<file path="config.mk">
export PLATFORM = sky130hd
export DESIGN_NAME = lc4_pipeline
export DESIGN_NICKNAME = d
export VERILOG_FILES = /design/src/verilog/lc4_pkg.sv /design/src/verilog/lc4_pipeline.sv /design/src/verilog/lc4_branch_control.sv /design/src/verilog/lc4_execute.sv /design/src/verilog/lc4_regfile.sv /design/src/verilog/lc4_decode.sv /design/src/verilog/lc4_fetch_pc.sv
export SDC_FILE = /design/constraint.sdc
export NUM_CORES = 1
export LEC_CHECK = 0
export ABC_AREA = 0
export BUFFER_PORTS_ARGS = -buffer_cell sky130_fd_sc_hd__buf_2
export CORE_MARGIN = 10
export CORE_UTILIZATION = 66
export CTS_CLUSTER_SIZE = 28
export DETAILED_ROUTE_END_ITERATION = 7
export PLACE_DENSITY_LB_ADDON = 0.15
export SYNTH_ARGS = -nofsm -noshare
export SYNTH_HDL_FRONTEND = slang
export SYNTH_SLANG_ARGS = --single-unit
</file>
<file path="constraint.sdc">
create_clock -name gwe -period 12.3 [get_ports gwe]
set_input_delay 0.615 -clock gwe [delete_from_list [all_inputs] [get_ports gwe]]
set_output_delay 0.615 -clock gwe [all_outputs]
set_load 0.005 [all_outputs]
</file>
<file path="src/verilog/lc4_pkg.sv">
/* Shared widths, encodings and types for the LC4 subset core.
   Only BR, ADD/SUB (register and imm5) and CONST are decoded.
   Stall codes 1 and 3 are unused in this core. */
package lc4_pkg;

   localparam int WORD_W    = 16;
   localparam int REG_SEL_W = 3;
   localparam int NZP_W     = 3;   // Bit 2 N, bit 1 Z, bit 0 P
   localparam int STALL_W   = 2;
   localparam int OPCODE_W  = 4;

   typedef logic [WORD_W-1:0]    word_t;
   typedef logic [REG_SEL_W-1:0] reg_sel_t;
   typedef logic [NZP_W-1:0]     nzp_t;
   typedef logic [STALL_W-1:0]   stall_t;
   typedef logic [OPCODE_W-1:0]  opcode_t;

   localparam stall_t STALL_NONE  = 2'd0;  // Valid instruction
   localparam stall_t STALL_FLUSH = 2'd2;  // Bubble from reset or squash

   localparam word_t RESET_PC = 16'h8200;

   localparam opcode_t OP_BR    = 4'b0000;
   localparam opcode_t OP_ARITH = 4'b0001;
   localparam opcode_t OP_CONST = 4'b1001;

   // Full sub-op is {imm flag, bits 4:3}
   localparam logic [2:0] SUBOP_ADD = 3'b000;
   localparam logic [2:0] SUBOP_SUB = 3'b010;

   typedef struct packed {
      logic [1:0] subop_lo;
      reg_sel_t   rt;
   } rr_low_t;

   // Low five bits of an arithmetic word, register or immediate form
   typedef union packed {
      rr_low_t    rr;
      logic [4:0] imm5;
   } arith_low_t;

   typedef struct packed {
      opcode_t    opcode;
      reg_sel_t   rd;
      reg_sel_t   rs;
      logic       imm_flag;
      arith_low_t low;
   } arith_view_t;

   typedef struct packed {
      opcode_t    opcode;
      reg_sel_t   rd_nzp;   // Destination for CONST, condition mask for BR
      logic [8:0] imm9;
   } imm_view_t;

   typedef union packed {
      arith_view_t arith;
      imm_view_t   imm;
   } lc4_insn_t;

endpackage
</file>
<file path="src/verilog/lc4_pipeline.sv">
/* Four-stage LC4 subset core: F, D, X, W with no back-pressure.
   The instruction at o_cur_pc shows on the trace ports three cycles later.
   A taken branch costs two bubbles. Trace ports reflect the W stage. */
module lc4_pipeline (
   input  logic              gwe,
   input  logic              i_rst_n,
   output lc4_pkg::word_t    o_cur_pc,
   input  lc4_pkg::word_t    i_cur_insn,
   output lc4_pkg::stall_t   o_trace_stall,
   output lc4_pkg::word_t    o_trace_pc,
   output lc4_pkg::word_t    o_trace_insn,
   output logic              o_trace_regfile_we,
   output lc4_pkg::reg_sel_t o_trace_wsel,
   output lc4_pkg::word_t    o_trace_wdata,
   output logic              o_trace_nzp_we,
   output lc4_pkg::nzp_t     o_trace_nzp
);
   import lc4_pkg::*;

   word_t     d_pc, d_imm, d_rs_data, d_rt_data;
   lc4_insn_t d_insn;
   stall_t    d_stall, next_d_stall;
   reg_sel_t  d_rs, d_rt, d_rd;
   logic      d_regfile_we, d_nzp_we, d_is_branch, d_is_sub, d_use_imm, d_taken;

   word_t     x_pc, x_imm, x_rs_data, x_rt_data, x_result;
   lc4_insn_t x_insn;
   stall_t    x_stall;
   reg_sel_t  x_rs, x_rt, x_rd;
   logic      x_regfile_we, x_nzp_we, x_is_branch, x_is_sub, x_use_imm, x_taken;
   nzp_t      x_nzp;

   word_t     w_pc, w_result;
   lc4_insn_t w_insn;
   stall_t    w_stall;
   reg_sel_t  w_rd;
   logic      w_regfile_we, w_nzp_we, w_valid, w_we;
   nzp_t      w_nzp;

   assign w_valid = (w_stall == STALL_NONE);
   assign w_we    = w_regfile_we && w_valid;

   lc4_fetch_pc lc4_fetch_pc_i (
      .gwe(gwe), .i_rst_n(i_rst_n),
      .i_redirect(x_taken), .i_target(x_result), .o_pc(o_cur_pc));

   lc4_decode lc4_decode_i (
      .i_insn(d_insn), .o_rs(d_rs), .o_rt(d_rt), .o_rd(d_rd),
      .o_regfile_we(d_regfile_we), .o_nzp_we(d_nzp_we), .o_is_branch(d_is_branch),
      .o_is_sub(d_is_sub), .o_use_imm(d_use_imm), .o_imm(d_imm));

   lc4_regfile lc4_regfile_i (
      .gwe(gwe), .i_rst_n(i_rst_n), .i_rs(d_rs), .i_rt(d_rt),
      .o_rs_data(d_rs_data), .o_rt_data(d_rt_data),
      .i_rd(w_rd), .i_wdata(w_result), .i_we(w_we));

   lc4_branch_control lc4_branch_control_i (
      .gwe(gwe), .i_rst_n(i_rst_n),
      .i_d_nzp_field(d_insn.imm.rd_nzp), .i_d_is_branch(d_is_branch), .i_d_stall(d_stall),
      .i_x_nzp(x_nzp), .i_x_nzp_we(x_nzp_we), .i_x_stall(x_stall), .i_x_taken(x_taken),
      .i_w_nzp(w_nzp), .i_w_nzp_we(w_nzp_we), .i_w_stall(w_stall),
      .o_take_branch(d_taken), .o_next_d_stall(next_d_stall));

   lc4_execute lc4_execute_i (
      .i_pc(x_pc), .i_is_branch(x_is_branch), .i_is_sub(x_is_sub),
      .i_use_imm(x_use_imm), .i_imm(x_imm), .i_rs(x_rs), .i_rt(x_rt),
      .i_rs_data(x_rs_data), .i_rt_data(x_rt_data),
      .i_w_rd(w_rd), .i_w_we(w_we), .i_w_data(w_result),
      .o_result(x_result), .o_nzp(x_nzp));

   // Stall codes and write enables
   always_ff @(posedge gwe) begin
      if (!i_rst_n) begin
         d_stall      <= STALL_FLUSH;
         x_stall      <= STALL_FLUSH;
         w_stall      <= STALL_FLUSH;
         x_regfile_we <= 1'b0;
         x_nzp_we     <= 1'b0;
         x_taken      <= 1'b0;
         w_regfile_we <= 1'b0;
         w_nzp_we     <= 1'b0;
      end else begin
         d_stall      <= next_d_stall;
         x_stall      <= d_stall;
         w_stall      <= x_stall;
         x_regfile_we <= d_regfile_we;
         x_nzp_we     <= d_nzp_we;
         x_taken      <= d_taken;
         w_regfile_we <= x_regfile_we;
         w_nzp_we     <= x_nzp_we;
      end
   end

   always_ff @(posedge gwe) begin
      d_pc        <= o_cur_pc;
      d_insn      <= i_cur_insn;
      x_pc        <= d_pc;
      x_insn      <= d_insn;
      x_rs        <= d_rs;
      x_rt        <= d_rt;
      x_rd        <= d_rd;
      x_is_branch <= d_is_branch;
      x_is_sub    <= d_is_sub;
      x_use_imm   <= d_use_imm;
      x_imm       <= d_imm;
      x_rs_data   <= d_rs_data;
      x_rt_data   <= d_rt_data;
      w_pc        <= x_pc;
      w_insn      <= x_insn;
      w_rd        <= x_rd;
      w_result    <= x_result;
      w_nzp       <= x_nzp;
   end

   assign o_trace_stall      = w_stall;
   assign o_trace_pc         = w_pc;
   assign o_trace_insn       = w_insn;
   assign o_trace_regfile_we = w_we;
   assign o_trace_wsel       = w_rd;
   assign o_trace_wdata      = w_result;
   assign o_trace_nzp_we     = w_nzp_we && w_valid;
   assign o_trace_nzp        = w_nzp;

endmodule

</file>
<file path="src/verilog/lc4_branch_control.sv">
/* Branch decision in D with NZP forwarding from X, then W, then the
   NZP register. A taken branch squashes the next two fetches. */
module lc4_branch_control (
   input  logic            gwe,
   input  logic            i_rst_n,
   input  lc4_pkg::nzp_t   i_d_nzp_field,
   input  logic            i_d_is_branch,
   input  lc4_pkg::stall_t i_d_stall,
   input  lc4_pkg::nzp_t   i_x_nzp,
   input  logic            i_x_nzp_we,
   input  lc4_pkg::stall_t i_x_stall,
   input  logic            i_x_taken,
   input  lc4_pkg::nzp_t   i_w_nzp,
   input  logic            i_w_nzp_we,
   input  lc4_pkg::stall_t i_w_stall,
   output logic            o_take_branch,
   output lc4_pkg::stall_t o_next_d_stall
);
   import lc4_pkg::*;

   nzp_t nzp_q;
   nzp_t cur_nzp;
   logic x_fwd;
   logic w_commit;

   assign x_fwd    = i_x_nzp_we && i_x_stall == STALL_NONE;
   assign w_commit = i_w_nzp_we && i_w_stall == STALL_NONE;

   always_ff @(posedge gwe) begin
      if (!i_rst_n) begin
         nzp_q <= '0;
      end else if (w_commit) begin
         nzp_q <= i_w_nzp;
      end
   end

   assign cur_nzp = x_fwd    ? i_x_nzp :
                    w_commit ? i_w_nzp :
                               nzp_q;

   assign o_take_branch = i_d_is_branch && i_d_stall == STALL_NONE &&
                          (|(i_d_nzp_field & cur_nzp));

   // Squash the fetch behind the branch in D and the one behind it in X
   assign o_next_d_stall = (o_take_branch || i_x_taken) ? STALL_FLUSH : STALL_NONE;

endmodule

</file>
<file path="src/verilog/lc4_execute.sv">
/* Combinational X stage with W-to-X operand bypass and one adder path.
   use_imm with is_sub means CONST: the rs operand is replaced by zero.
   For a branch the result is the target PC+1+imm. */
module lc4_execute (
   input  lc4_pkg::word_t    i_pc,
   input  logic              i_is_branch,
   input  logic              i_is_sub,
   input  logic              i_use_imm,
   input  lc4_pkg::word_t    i_imm,
   input  lc4_pkg::reg_sel_t i_rs,
   input  lc4_pkg::reg_sel_t i_rt,
   input  lc4_pkg::word_t    i_rs_data,
   input  lc4_pkg::word_t    i_rt_data,
   input  lc4_pkg::reg_sel_t i_w_rd,
   input  logic              i_w_we,
   input  lc4_pkg::word_t    i_w_data,
   output lc4_pkg::word_t    o_result,
   output lc4_pkg::nzp_t     o_nzp
);
   import lc4_pkg::*;

   word_t rs_val;
   word_t rt_val;

   assign rs_val = (i_w_we && i_w_rd == i_rs) ? i_w_data : i_rs_data;
   assign rt_val = (i_w_we && i_w_rd == i_rt) ? i_w_data : i_rt_data;

   always_comb begin
      if (i_is_branch) begin
         o_result = i_pc + word_t'(1) + i_imm;
      end else if (i_use_imm) begin
         o_result = (i_is_sub ? '0 : rs_val) + i_imm;
      end else if (i_is_sub) begin
         o_result = rs_val - rt_val;
      end else begin
         o_result = rs_val + rt_val;
      end
   end

   // Sign class of the result
   assign o_nzp = o_result[WORD_W-1] ? 3'b100 :
                  (o_result == '0)   ? 3'b010 :
                                       3'b001;

endmodule

</file>
<file path="src/verilog/lc4_regfile.sv">
/* Eight 16-bit registers, two combinational read ports, one write port.
   A read of the register written this cycle returns the write data,
   which gives the W-to-D bypass. */
module lc4_regfile (
   input  logic              gwe,
   input  logic              i_rst_n,
   input  lc4_pkg::reg_sel_t i_rs,
   input  lc4_pkg::reg_sel_t i_rt,
   output lc4_pkg::word_t    o_rs_data,
   output lc4_pkg::word_t    o_rt_data,
   input  lc4_pkg::reg_sel_t i_rd,
   input  lc4_pkg::word_t    i_wdata,
   input  logic              i_we       // Already qualified by W stall code
);
   import lc4_pkg::*;

   word_t regs [2**REG_SEL_W];

   always_ff @(posedge gwe) begin
      if (!i_rst_n) begin
         regs <= '{default: '0};
      end else if (i_we) begin
         regs[i_rd] <= i_wdata;
      end
   end

   // Write-through
   assign o_rs_data = (i_we && i_rd == i_rs) ? i_wdata : regs[i_rs];
   assign o_rt_data = (i_we && i_rd == i_rt) ? i_wdata : regs[i_rt];

endmodule

</file>
<file path="src/verilog/lc4_decode.sv">
/* Combinational D-stage decoder for BR, ADD/SUB, ADD imm5 and CONST.
   CONST leaves with use_imm and is_sub both set, which execute reads
   as immediate pass-through. Unknown opcodes write nothing. */
module lc4_decode (
   input  lc4_pkg::lc4_insn_t i_insn,
   output lc4_pkg::reg_sel_t  o_rs,
   output lc4_pkg::reg_sel_t  o_rt,
   output lc4_pkg::reg_sel_t  o_rd,
   output logic               o_regfile_we,
   output logic               o_nzp_we,
   output logic               o_is_branch,
   output logic               o_is_sub,
   output logic               o_use_imm,
   output lc4_pkg::word_t     o_imm
);
   import lc4_pkg::*;

   word_t imm5_sext;
   word_t imm9_sext;

   assign imm5_sext = {{(WORD_W-5){i_insn.arith.low.imm5[4]}}, i_insn.arith.low.imm5};
   assign imm9_sext = {{(WORD_W-9){i_insn.imm.imm9[8]}}, i_insn.imm.imm9};

   always_comb begin
      o_rs         = i_insn.arith.rs;
      o_rt         = i_insn.arith.low.rr.rt;
      o_rd         = i_insn.arith.rd;
      o_regfile_we = 1'b0;
      o_nzp_we     = 1'b0;
      o_is_branch  = 1'b0;
      o_is_sub     = 1'b0;
      o_use_imm    = 1'b0;
      o_imm        = imm5_sext;
      case (i_insn.arith.opcode)
         OP_ARITH: begin
            if (i_insn.arith.imm_flag) begin
               o_regfile_we = 1'b1;
               o_nzp_we     = 1'b1;
               o_use_imm    = 1'b1;
            end else if ({1'b0, i_insn.arith.low.rr.subop_lo} == SUBOP_ADD ||
                         {1'b0, i_insn.arith.low.rr.subop_lo} == SUBOP_SUB) begin
               o_regfile_we = 1'b1;
               o_nzp_we     = 1'b1;
               o_is_sub     = ({1'b0, i_insn.arith.low.rr.subop_lo} == SUBOP_SUB);
            end
         end
         OP_CONST: begin
            o_rd         = i_insn.imm.rd_nzp;
            o_rs         = '0;            // R0, its value is dropped in X
            o_regfile_we = 1'b1;
            o_nzp_we     = 1'b1;
            o_is_sub     = 1'b1;
            o_use_imm    = 1'b1;
            o_imm        = imm9_sext;
         end
         OP_BR: begin
            o_is_branch = 1'b1;             // NOP too, its mask is zero
            o_imm       = imm9_sext;
         end
         default: begin
         end
      endcase
   end

endmodule

</file>
<file path="src/verilog/lc4_fetch_pc.sv">
/* Program counter for the F stage. No hold input: the pipeline never
   stalls, so the PC advances or redirects on every edge. */
module lc4_fetch_pc (
   input  logic           gwe,
   input  logic           i_rst_n,
   input  logic           i_redirect,  // Taken branch now in X
   input  lc4_pkg::word_t i_target,
   output lc4_pkg::word_t o_pc
);
   import lc4_pkg::*;

   word_t pc_inc;

   assign pc_inc = o_pc + word_t'(1);

   always_ff @(posedge gwe) begin
      if (!i_rst_n) begin
         o_pc <= RESET_PC;
      end else if (i_redirect) begin
         o_pc <= i_target;
      end else begin
         o_pc <= pc_inc;
      end
   end

endmodule

</file>
# After elaboration in Yosys (flattened, before gate mapping)
# Cells that the tools add are included.
[word_totals]
register_bits = 334
in_bits = 18
output_inout_bits = 74
wordCells = 108
[classes]
addsub = 6
n_lt_le_gt_ge = 4
eq_ne = 7
n_mux = 34
bitwise_logic = 4
n_reduce_logical = 19
[ops]
columns = ["cell", "n"]
rows = [
  ["$mux W16", 15],
  ["$bwmux W128", 1],
  ["$bmux W16 S3", 2],
  ["$add A16 B16 Y16", 3],
  ["$demux W16 S3", 1],
  ["$add A16 B1 Y16 const B", 2],
  ["$logic_not A16 Y1", 1],
  ["$sub A16 B16 Y16", 1],
  ["$eq A3 B3 Y1", 4],
  ["$ge A4 B4 Y1 const B", 3],
  ["$mux W3", 4],
  ["$not A3 Y4", 3],
  ["$logic_and A1 B1 Y1", 9],
  ["$logic_not A2 Y1", 4],
  ["$mux W1", 6],
  ["$pmux W1 S2", 3],
  ["$eq A4 B1 Y1 const B", 1],
  ["$eq A4 B4 Y1 const B", 1],
  ["$logic_not A4 Y1", 1],
  ["$lt A4 B1 Y1 const B", 1],
  ["$mux W2", 2],
  ["$and A3 B3 Y3", 1],
  ["$reduce_or A3 Y1", 1],
  ["$eq A2 B2 Y1 const B", 1],
  ["2 further kinds", 3],
]

# Longest topological paths before layout
# Gate-level depths: netlist (run 1).
[logic_depth]
word_depth = 17
ltp_mapped = 23
mapped_depth_nobuf = 19

# Hierarchy
# From an unflattened synthesis (run 1), not the netlist that was laid out.
[unflattened]
hier_cells = 1607
area_unflattened_um2 = 16281.9
[modules_own_cells]
columns = ["mod", "instances", "cells_per_inst", "area_per_inst_um2", "seq_area_each_um2"]
rows = [
  ["lc4_regfile", 1, 747, 7619.8, 2562.5],
  ["lc4_pipeline", 1, 203, 3878.7, 3783.6],
  ["lc4_execute", 1, 489, 3432.0, 0.0],
  ["lc4_fetch_pc", 1, 99, 848.3, 320.3],
  ["lc4_decode", 1, 42, 261.5, 0.0],
  ["lc4_branch_control", 1, 27, 241.5, 60.1],
]

# Least setup slack after synthesis (run 1)
# OpenSTA, ideal clock, no wires.
[synth_timing]
path_type = "reg2reg"
from = "register w_stall[1] (netlist: o_trace_stall[1])"
to = "register d_stall[1]"
setup_ns = 0.140
arrival_ns = 4.736
required_ns = 12.160
path_slack_ns = 7.423
path_stages_with_launch = 23
path_buffers = 6
synth_period_minus_slack_ns = 4.877
cell_sequence = "dfxtp_1 nand2b_1 buf_2 inv_2 buf_2 nand4_1 buf_2 buf_1 buf_1 clkbuf_1 o21ai_0 ha_1 a21o_1 nand2b_1 o2111ai_1 a21oi_1 o22ai_1 mux2_4 nor4b_4 nor4_2 and2_4 a2111oi_4 o311ai_1"
[synth_via]
elab_chain_len = 17
elab_cells_between_ends = 23
cone_classes = "3 x add/sub; 11 x mux; 1 x bitwise; 8 x reduce/logical"
[synth_rtl]
columns = ["item", "line", "source"]
rows = [
  ["start, declared", "lc4_pipeline.sv:35", "stall_t w_stall;"],
  ["start signal, assigned", "lc4_pipeline.sv:85", "w_stall <= x_stall;"],
  ["$logic_not A2 Y1 (*)", "lc4_pipeline.sv:40", "assign w_valid = (w_stall == STALL_NONE);"],
  ["$logic_and A1 B1 Y1 (*)", "--", ""],
  ["named net o_trace_nzp_we", "lc4_pipeline.sv:15", "output logic o_trace_nzp_we,"],
  ["$logic_and A1 B1 Y1, on equally long branches", "lc4_execute.sv:25, lc4_execute.sv:26", ""],
  ["$mux W16, on equally long branches", "lc4_execute.sv:25, lc4_execute.sv:26", ""],
  ["$add A16 B16 Y16, or another cell as far along", "lc4_execute.sv:36", "o_result = rs_val + rt_val;"],
  ["$mux W16 / $add A16 B16 Y16 (equally long branches)", "lc4_execute.sv:33, lc4_execute.sv:32", ""],
  ["$mux W16 (*)", "lc4_execute.sv:31", "end else if (i_use_imm) begin"],
  ["[... 1 more ...]", "--", ""],
  ["named net lc4_execute_i.o_result[14]", "lc4_execute.sv:17", "output lc4_pkg::word_t o_result,"],
  ["[... 1 more ...]", "--", ""],
  ["$mux W2 (*)", "lc4_execute.sv:42", "(o_result == '0) ? 3'b010 :"],
  ["$mux W3 (*)", "lc4_execute.sv:41", "assign o_nzp = o_result[WORD_W-1] ? 3'b100 :"],
  ["$mux W3 (*)", "lc4_branch_control.sv:37", "assign cur_nzp = x_fwd ? i_x_nzp :"],
  ["$and A3 B3 Y3 (*)", "lc4_branch_control.sv:42", "(|(i_d_nzp_field & cur_nzp));"],
  ["$reduce_or A3 Y1 (*)", "lc4_branch_control.sv:42", ""],
  ["$logic_and A1 B1 Y1 (*)", "lc4_branch_control.sv:41", "assign o_take_branch = i_d_is_branch && i_d_stall == STALL_NONE &&"],
  ["$logic_or A1 B1 Y1 (*)", "lc4_branch_control.sv:45", "assign o_next_d_stall = (o_take_branch || i_x_taken) ? STALL_FLUSH : STALL_NONE;"],
  ["$mux W2 (*)", "lc4_branch_control.sv:45", ""],
  ["end signal, assigned", "lc4_pipeline.sv:83", "d_stall <= next_d_stall;"],
  ["end, declared", "lc4_pipeline.sv:22", "stall_t d_stall, next_d_stall;"],
]
# Mark *: on every way through the listed nets, which the timed path passes. The rest lies on a longest branch.
# A chain may end at the register's enable or synchronous reset.

# Final worst setup path (run 1)
[layout_timing]
from = "register w_stall[1] (netlist: o_trace_stall[1])"
to = "register d_stall[1]"
[layout_via]
elab_chain_len = 17
elab_cells_between_ends = 23
cone_classes = "3 x add/sub; 11 x mux; 1 x bitwise; 8 x reduce/logical"
[layout_rtl]
columns = ["item", "line", "source"]
rows = [
  ["$logic_not A2 Y1 (*)", "lc4_pipeline.sv:40", ""],
  ["$logic_and A1 B1 Y1 (*)", "lc4_branch_control.sv:27", "assign w_commit = i_w_nzp_we && i_w_stall == STALL_NONE;"],
  ["$logic_and A1 B1 Y1, on equally long branches", "lc4_execute.sv:25, lc4_execute.sv:26", ""],
  ["$mux W16, on equally long branches", "lc4_execute.sv:25, lc4_execute.sv:26", ""],
  ["$add A16 B16 Y16, or another cell as far along", "lc4_execute.sv:36", ""],
  ["$mux W16 / $add A16 B16 Y16 (equally long branches)", "lc4_execute.sv:33, lc4_execute.sv:32", ""],
  ["$mux W16 (*)", "lc4_execute.sv:31", ""],
  ["$mux W16 (*)", "lc4_execute.sv:29", "if (i_is_branch) begin"],
  ["named net lc4_execute_i.o_result[14]", "lc4_execute.sv:17", ""],
  ["[... 1 more ...]", "--", ""],
  ["$mux W2 (*)", "lc4_execute.sv:42", ""],
  ["$mux W3 (*)", "lc4_execute.sv:41", ""],
  ["$mux W3 (*)", "lc4_branch_control.sv:37", ""],
  ["$and A3 B3 Y3 (*)", "lc4_branch_control.sv:42", ""],
  ["$reduce_or A3 Y1 (*)", "lc4_branch_control.sv:42", ""],
  ["$logic_and A1 B1 Y1 (*)", "lc4_branch_control.sv:41", ""],
  ["$logic_or A1 B1 Y1 (*)", "lc4_branch_control.sv:45", ""],
  ["$mux W2 (*)", "lc4_branch_control.sv:45", ""],
]
# Marks and branches as above.

==> results.ini, run 1 <==
[status]
outcome=complete, no violations

[finish]
drive_gt1_frac=0.167
diodes=0
area_delta_synth_final_pct=10.9
layout.nets=1815
fillers=1684
utilization=0.751

[sta]
setup_viol=0
tightest_slew_ns=1.25
rsz0062_at_grt=no
min_period_ns=5.46
max_freq_mhz=183
slew_violations=0
tns_ns=0
slew_headroom=0.162
setup_slack_ns=6.84
hold_viol_final=0
fin_crit_sh=0.444
fin_skew_ns=0.0159

[cts]
cts-root-buf=clkbuf_16
cts_setup_buffers=0
cts_buffers=31
cts_tree=done
clk_latency_ns=0.57
htree_num_levels=1
path_clk_slew_ns=0.06
cts_resized=0
clockBufferDepth=3
cts_hold_buf=0
cts_sinks=309

[route]
post_drt_via_cell_ratio=6.27
drc_errors=0
dr.pass1.iters=5
drt_iter0_markers=1209
drtAntennaViolNets=0
vias=13100
routed_wl_um=43400
wl_per_cell_um=20.8

[global_route]
grt_pass1_wl_um=69300
grt_overflow=0
grt_use_total=0.279
met2_usage=0.453
use_met3=0.0549
grt_pass1_vias=12900
grt_max_degree=129
grt_use_met1=0.365
antenna_found_initial=0
top_usage_layer=met2

[yosys]
synth_area_um2=15500
synth_warnings=0
postSynthAreaPerCell_um2=8.99
synth_top_area_cell=dfxtp_1
synth_cells=1721
async_reset_ff_frac=0
syn_nets=1790
yosys.area.top_type_share=0.400
synth.ff_latch_count=309
synthTopCellsByArea=dfxtp_1 40%, nand2_1 8.5%, a21boi_0 6.3%
ys_seq_area_frac=0.400
synth.distinct_cells=86
synth_edf_count=0
ys.flop_type=dfxtp_1

[place]
port-buffer-count=90
dp_slack_ns=6.95
hpwl_um=27900
gp_congestion=0.932

[critical_path]
crit_fanout=39
crit_chain=nand2b_1 > inv_2 > nand4_1 > buf_4 > mux2_2 > nor2b_1 > xnor2_1 > fa_1 > nand2b_4 > a211oi_4 > o2111ai_1 > a21oi_1 > o22ai_1 > mux2_4 > nor4b_4 > nor4_2 > and2_4 > a2111oi_4 > o311ai_1
required_ns=12.73
cp_num_buf_inv=2
critPathMaxStageDelay_ns=0.48
endpoint_kind=register
crit_type=register to register
worstSetupStartpointType=register
path_delay_family=simple AND/OR/NAND/NOR gates
worstPathArrival_ns=5.89
cp_slowest_cell=nand2b_1

[die]
initial_core_util=0.677
rows=55
die_h_um=173
core_area_um2=22800
die_x_um=173
die-area_um2=30000
io-pin-count=92

[hold_path]
hp-class=primary input to register

[pwr]
vdd.ir_drop.worst_mv=0.127
p_leak_nw=6.75
power_per_cell_area_nw_per_um2=139

[run]
cap_viol_max_count=0

state kept, by name (all words and copies together) (netlist names), 2 cells and up:
name                        flops
x_rt_data                      16
o_trace_wsel                    2
d_insn                         16
x_imm                           4
o_trace_pc                     16
x_pc                           16
o_trace_wdata                  15
x_insn                         12
o_trace_insn                   14
d_pc                           16
lc4_branch_control_i.nzp_q      3
x_rd                            2
lc4_regfile_i.regs            128
o_trace_nzp                     3
x_rt                            2
x_rs                            3
lc4_fetch_pc_i.o_pc            16
x_rs_data                      16
cells by family (layout without fill, tap and decap cells):
kind of cell,after synthesis,count (layout),share of synthesized area
buffers and inverters,148,196,0.0383
adder cells (fa/ha/maj),51,51,0.0427
AND/OR/NAND/NOR,613,613,0.181
AO/OA/AOI/OAI,398,398,0.183
multiplexers,128,128,0.114
XOR/XNOR,73,73,0.0413
other,1,1,0.000242
flip-flops,309,309,0.400
stage by stage:
| stage | area (um2) | total power, mW | hold slack (ns) | instances |
|---|---|---|---|---|
| 6_report | 17200 | 2.39 | 0.138 | 2082 |
| 3_5_place_dp | 16100 | 1.40 | 0.312 | 2026 |
| 4_1_cts | 17200 | 2.39 | 0.127 | 2082 |
| 3_3_place_gp | 16100 | 1.39 | 0.310 | 2026 |
| 2_1_floorplan | 15500 | 1.30 | 0.310 | 1721 |
| 5_1_grt | 17200 | 2.46 | 0.136 | 2082 |
worst reg2reg max path, cell delays in order (launching register included):
cell       delay (ns)
dfxtp_1          0.33
nand2b_1         0.48
inv_2            0.26
nand4_1          0.13
buf_4            0.38
mux2_2           0.42
nor2b_1          0.15
xnor2_1          0.19
fa_1             0.44
nand2b_4         0.18
a211oi_4         0.30
o2111ai_1        0.24
a21oi_1          0.21
o22ai_1          0.16
mux2_4           0.34
nor4b_4          0.30
nor4_2           0.10
and2_4           0.19
a2111oi_4        0.36
o311ai_1         0.16
cell usage after synthesis, types with 5 or more instances:
library cell	n
a21boi_0	129
nand2b_1	17
or3_1	6
buf_2	11
buf_1	8
nor3b_1	7
o31ai_1	17
a211oi_1	14
inv_1	27
o211ai_1	10
a21o_1	12
and2_1	5
nor2b_1	30
nor4_1	11
nand3b_1	9
ha_1	48
a21oi_1	71
nand2_1	351
mux2i_1	37
o21ai_1	7
nor3_1	17
nor2_1	88
a221oi_1	30
o21ai_0	55
clkbuf_1	93
and3_1	10
nand3_1	29
nand4_1	6
buf_4	6
xor2_1	36
mux2_2	58
dfxtp_1	309
mux4_2	32
xnor2_1	37
layout make-up:
class                           instances  area (um2)  area share
Clock inverter                         14         205      0.0120
Inverter                               29         109     0.00634
Multi-Input combinational cell       1264        8770       0.511
Tap cell                              313         392      0.0228
Sequential cell                       309        6190       0.361
Timing Repair Buffer                  111         611      0.0356
Clock buffer                           42         887      0.0517
report_power, final:
group	total (mW)	leakage, nW	internal [mW]	switching [mW]
registers	1.12	2.52	1.03	0.0831
clock network	1.01	0.540	0.608	0.399
logic	0.271	3.68	0.118	0.154
placed cells by master, fill, tap and decap left out, types with 12 or more instances in the layout:
| cell type | n |
|---|---|
| a211oi_1 | 14 |
| a21boi_0 | 129 |
| a21o_1 | 12 |
| a21oi_1 | 71 |
| a221oi_1 | 30 |
| buf_2 | 89 |
| buf_4 | 22 |
| clkbuf_16 | 31 |
| dfxtp_1 | 308 |
| ha_1 | 48 |
| inv_1 | 27 |
| mux2_2 | 58 |
| mux2i_1 | 37 |
| mux4_2 | 32 |
| nand2_1 | 351 |
| nand2b_1 | 17 |
| nand3_1 | 29 |
| nor2_1 | 87 |
| nor2b_1 | 30 |
| nor3_1 | 17 |
| o21ai_0 | 55 |
| o31ai_1 | 17 |
| xnor2_1 | 37 |
| xor2_1 | 36 |
final timing paths:
path                                       start    endpoint  slack, ns  depth (start not counted)
worst max-delay path            o_trace_stall[1]  d_stall[1]       6.84                         19
worst min-delay path              i_cur_insn[11]  d_insn[11]       0.14                          1
worst max register to register  o_trace_stall[1]  d_stall[1]       6.84                         19
worst min register to register           d_pc[5]     x_pc[5]       0.32                          0
routing by layer:
metal  vias to the layer above  share of wire
met3                       121          0.092
met2                       636           0.46
met5                         -              0
met1                      6208           0.41
met4                         0          0.034
li1                       6092              -
No activity file was read; power rests on OpenSTA's default activity.
==> run 2, diff against run 1 <==
- CORE_UTILIZATION: 66 -> 61
- clock period: 12.3 -> 5.4 ns (I/O delays scaled with it)
==> run 2 against run 1 <==
Net effect: final area rose by 1.5%; clock power rose by 130%; die area rose by 7.2%; highest routed layer unchanged; largest power group unchanged; final cell count rose by 2.1%; global-route usage fell by 0.95 points; total power rose by 130%.
==> results.ini, run 2 (synthesis gave the netlist of run 1 again) <==
[sta]
fin_skew_ns=0.0118
setup_viol=0
max_freq_mhz=207
slew_violations=0
rsz0062_at_grt=no
tns_ns=0
fin_crit_sh=0.893
tightest_slew_ns=1.15
slew_headroom=0.226
min_period_ns=4.82
hold_viol_final=0

[hold_path]
hp-class=primary input to register

[cts]
cts_buffers=31
clk_latency_ns=0.57
cts_resized=0
htree_num_levels=1
cts_setup_buffers=0
path_clk_slew_ns=0.07
clockBufferDepth=3
cts_sinks=309
cts_hold_buf=16
cts_tree=done
cts-root-buf=clkbuf_16

[critical_path]
path_delay_family=compound AO/OA/AOI/OAI gates
worstPathArrival_ns=5.26
cp_num_buf_inv=2
crit_path_frequent_cell=nor4_2
critPathMaxStageDelay_ns=0.41
cp_slowest_cell=mux2i_1
crit_type=register to register
endpoint_kind=register
required_ns=5.84
worstSetupStartpointType=register
crit_fanout=12
crit_chain=nand2b_1 > inv_2 > nand4_1 > mux2i_1 > or2_2 > inv_1 > ha_1 > a211oi_2 > o21ai_1 > a311o_1 > nand3_1 > o211ai_2 > nor4_2 > nand4bb_1 > nor4_2 > a21boi_1 > a2111oi_4 > o311ai_1

[die]
core_area_um2=25000
die_x_um=179
io-pin-count=92
rows=58
die-area_um2=32100
initial_core_util=0.618
die_h_um=179

[route]
top_layer_used=met4
met1_length_um=18000
drt_iter0_markers=1051
wl_met2_um=21200
post_drt_via_cell_ratio=6.08
vias=12900
wl_met3_um=3440
drtAntennaViolNets=0
drc_errors=0
routed_wl_um=43900
dr.pass1.iters=5
wl_per_cell_um=20.7

[finish]
final_common_cell=nand2_1
layout.nets=1842
area_delta_synth_final_pct=12.5
multiInputGateArea_um2=8740
utilization=0.695
fillers=1974
final-seq-area_um2=6190
diodes=0
largest_register_ffs=128
top_register=lc4_regfile_i.regs
final_cell_mix=351 x nand2_1, 308 x dfxtp_1, 129 x a21boi_0
drive_gt1_frac=0.170

[pwr]
combPwrFrac=0.121
p_int_mw=4.03
p_switching_mw=1.47
p_leak_nw=6.86
vdd.ir_drop.worst_mv=0.294
power_per_cell_area_nw_per_um2=316
switching_share=0.267
p_clk_frac=0.420
p_seq_frac=0.459

[global_route]
grt_overflow=0
grt_max_degree=130
grt_use_total=0.270
grt_pass1_wl_um=69800
antenna_found_initial=0
grt_pass1_vias=12900

[status]
outcome=complete, no violations

[place]
port-buffer-count=90
gp_congestion=0.949
hpwl_um=29300

[run]
cap_viol_max_count=0

## run 2: metal layers
layer	vias up	global-route usage
met5	-	0
met4	0	0.103
met3	100	0.0430
met2	526	0.453
met1	6161	0.342
li1	6140	-
## run 2: through the flow
step | worst slack [ns] | power [mW] | hold slack (ns) | instances | cell area, um2
floorplan | 0.523 | 2.96 | 0.298 | 1721 | 15500
global placement | 0.761 | 3.20 | 0.310 | 2054 | 16200
detailed placement | 0.625 | 3.21 | 0.312 | 2054 | 16200
CTS | 0.629 | 5.51 | 0.0194 | 2126 | 17400
global route | 0.260 | 5.68 | 0.0357 | 2126 | 17400
finish | 0.580 | 5.50 | 0.0475 | 2126 | 17400
## run 2: final cells by class
cell class,instances,share of cell area
Inverter,29,0.00625
Clock inverter,13,0.0111
Multi-Input combinational cell,1264,0.502
Timing Repair Buffer,138,0.0497
Clock buffer,43,0.0517
Tap cell,330,0.0237
Sequential cell,309,0.355
## run 2: final timing paths
| kind | from | to | slack (ns) | cells past startpoint |
|---|---|---|---|---|
| setup reg to reg | o_trace_stall[1] | d_stall[1] | 0.58 | 18 |
| hold / removal | i_rst_n | o_trace_stall[1] | 0.05 | 2 |
| hold reg to reg | x_insn[11] | o_trace_insn[11] | 0.33 | 0 |
| setup / recovery | o_trace_stall[1] | d_stall[1] | 0.58 | 18 |
## run 2: power groups by stage
stage,logic [mW],clock network (mW),registers (mW)
2_1_floorplan,0.507,0,2.46
5_1_grt,0.725,2.42,2.53
3_5_place_dp,0.646,0,2.56
4_1_cts,0.660,2.33,2.52
6_report,0.667,2.31,2.53
3_3_place_gp,0.636,0,2.56
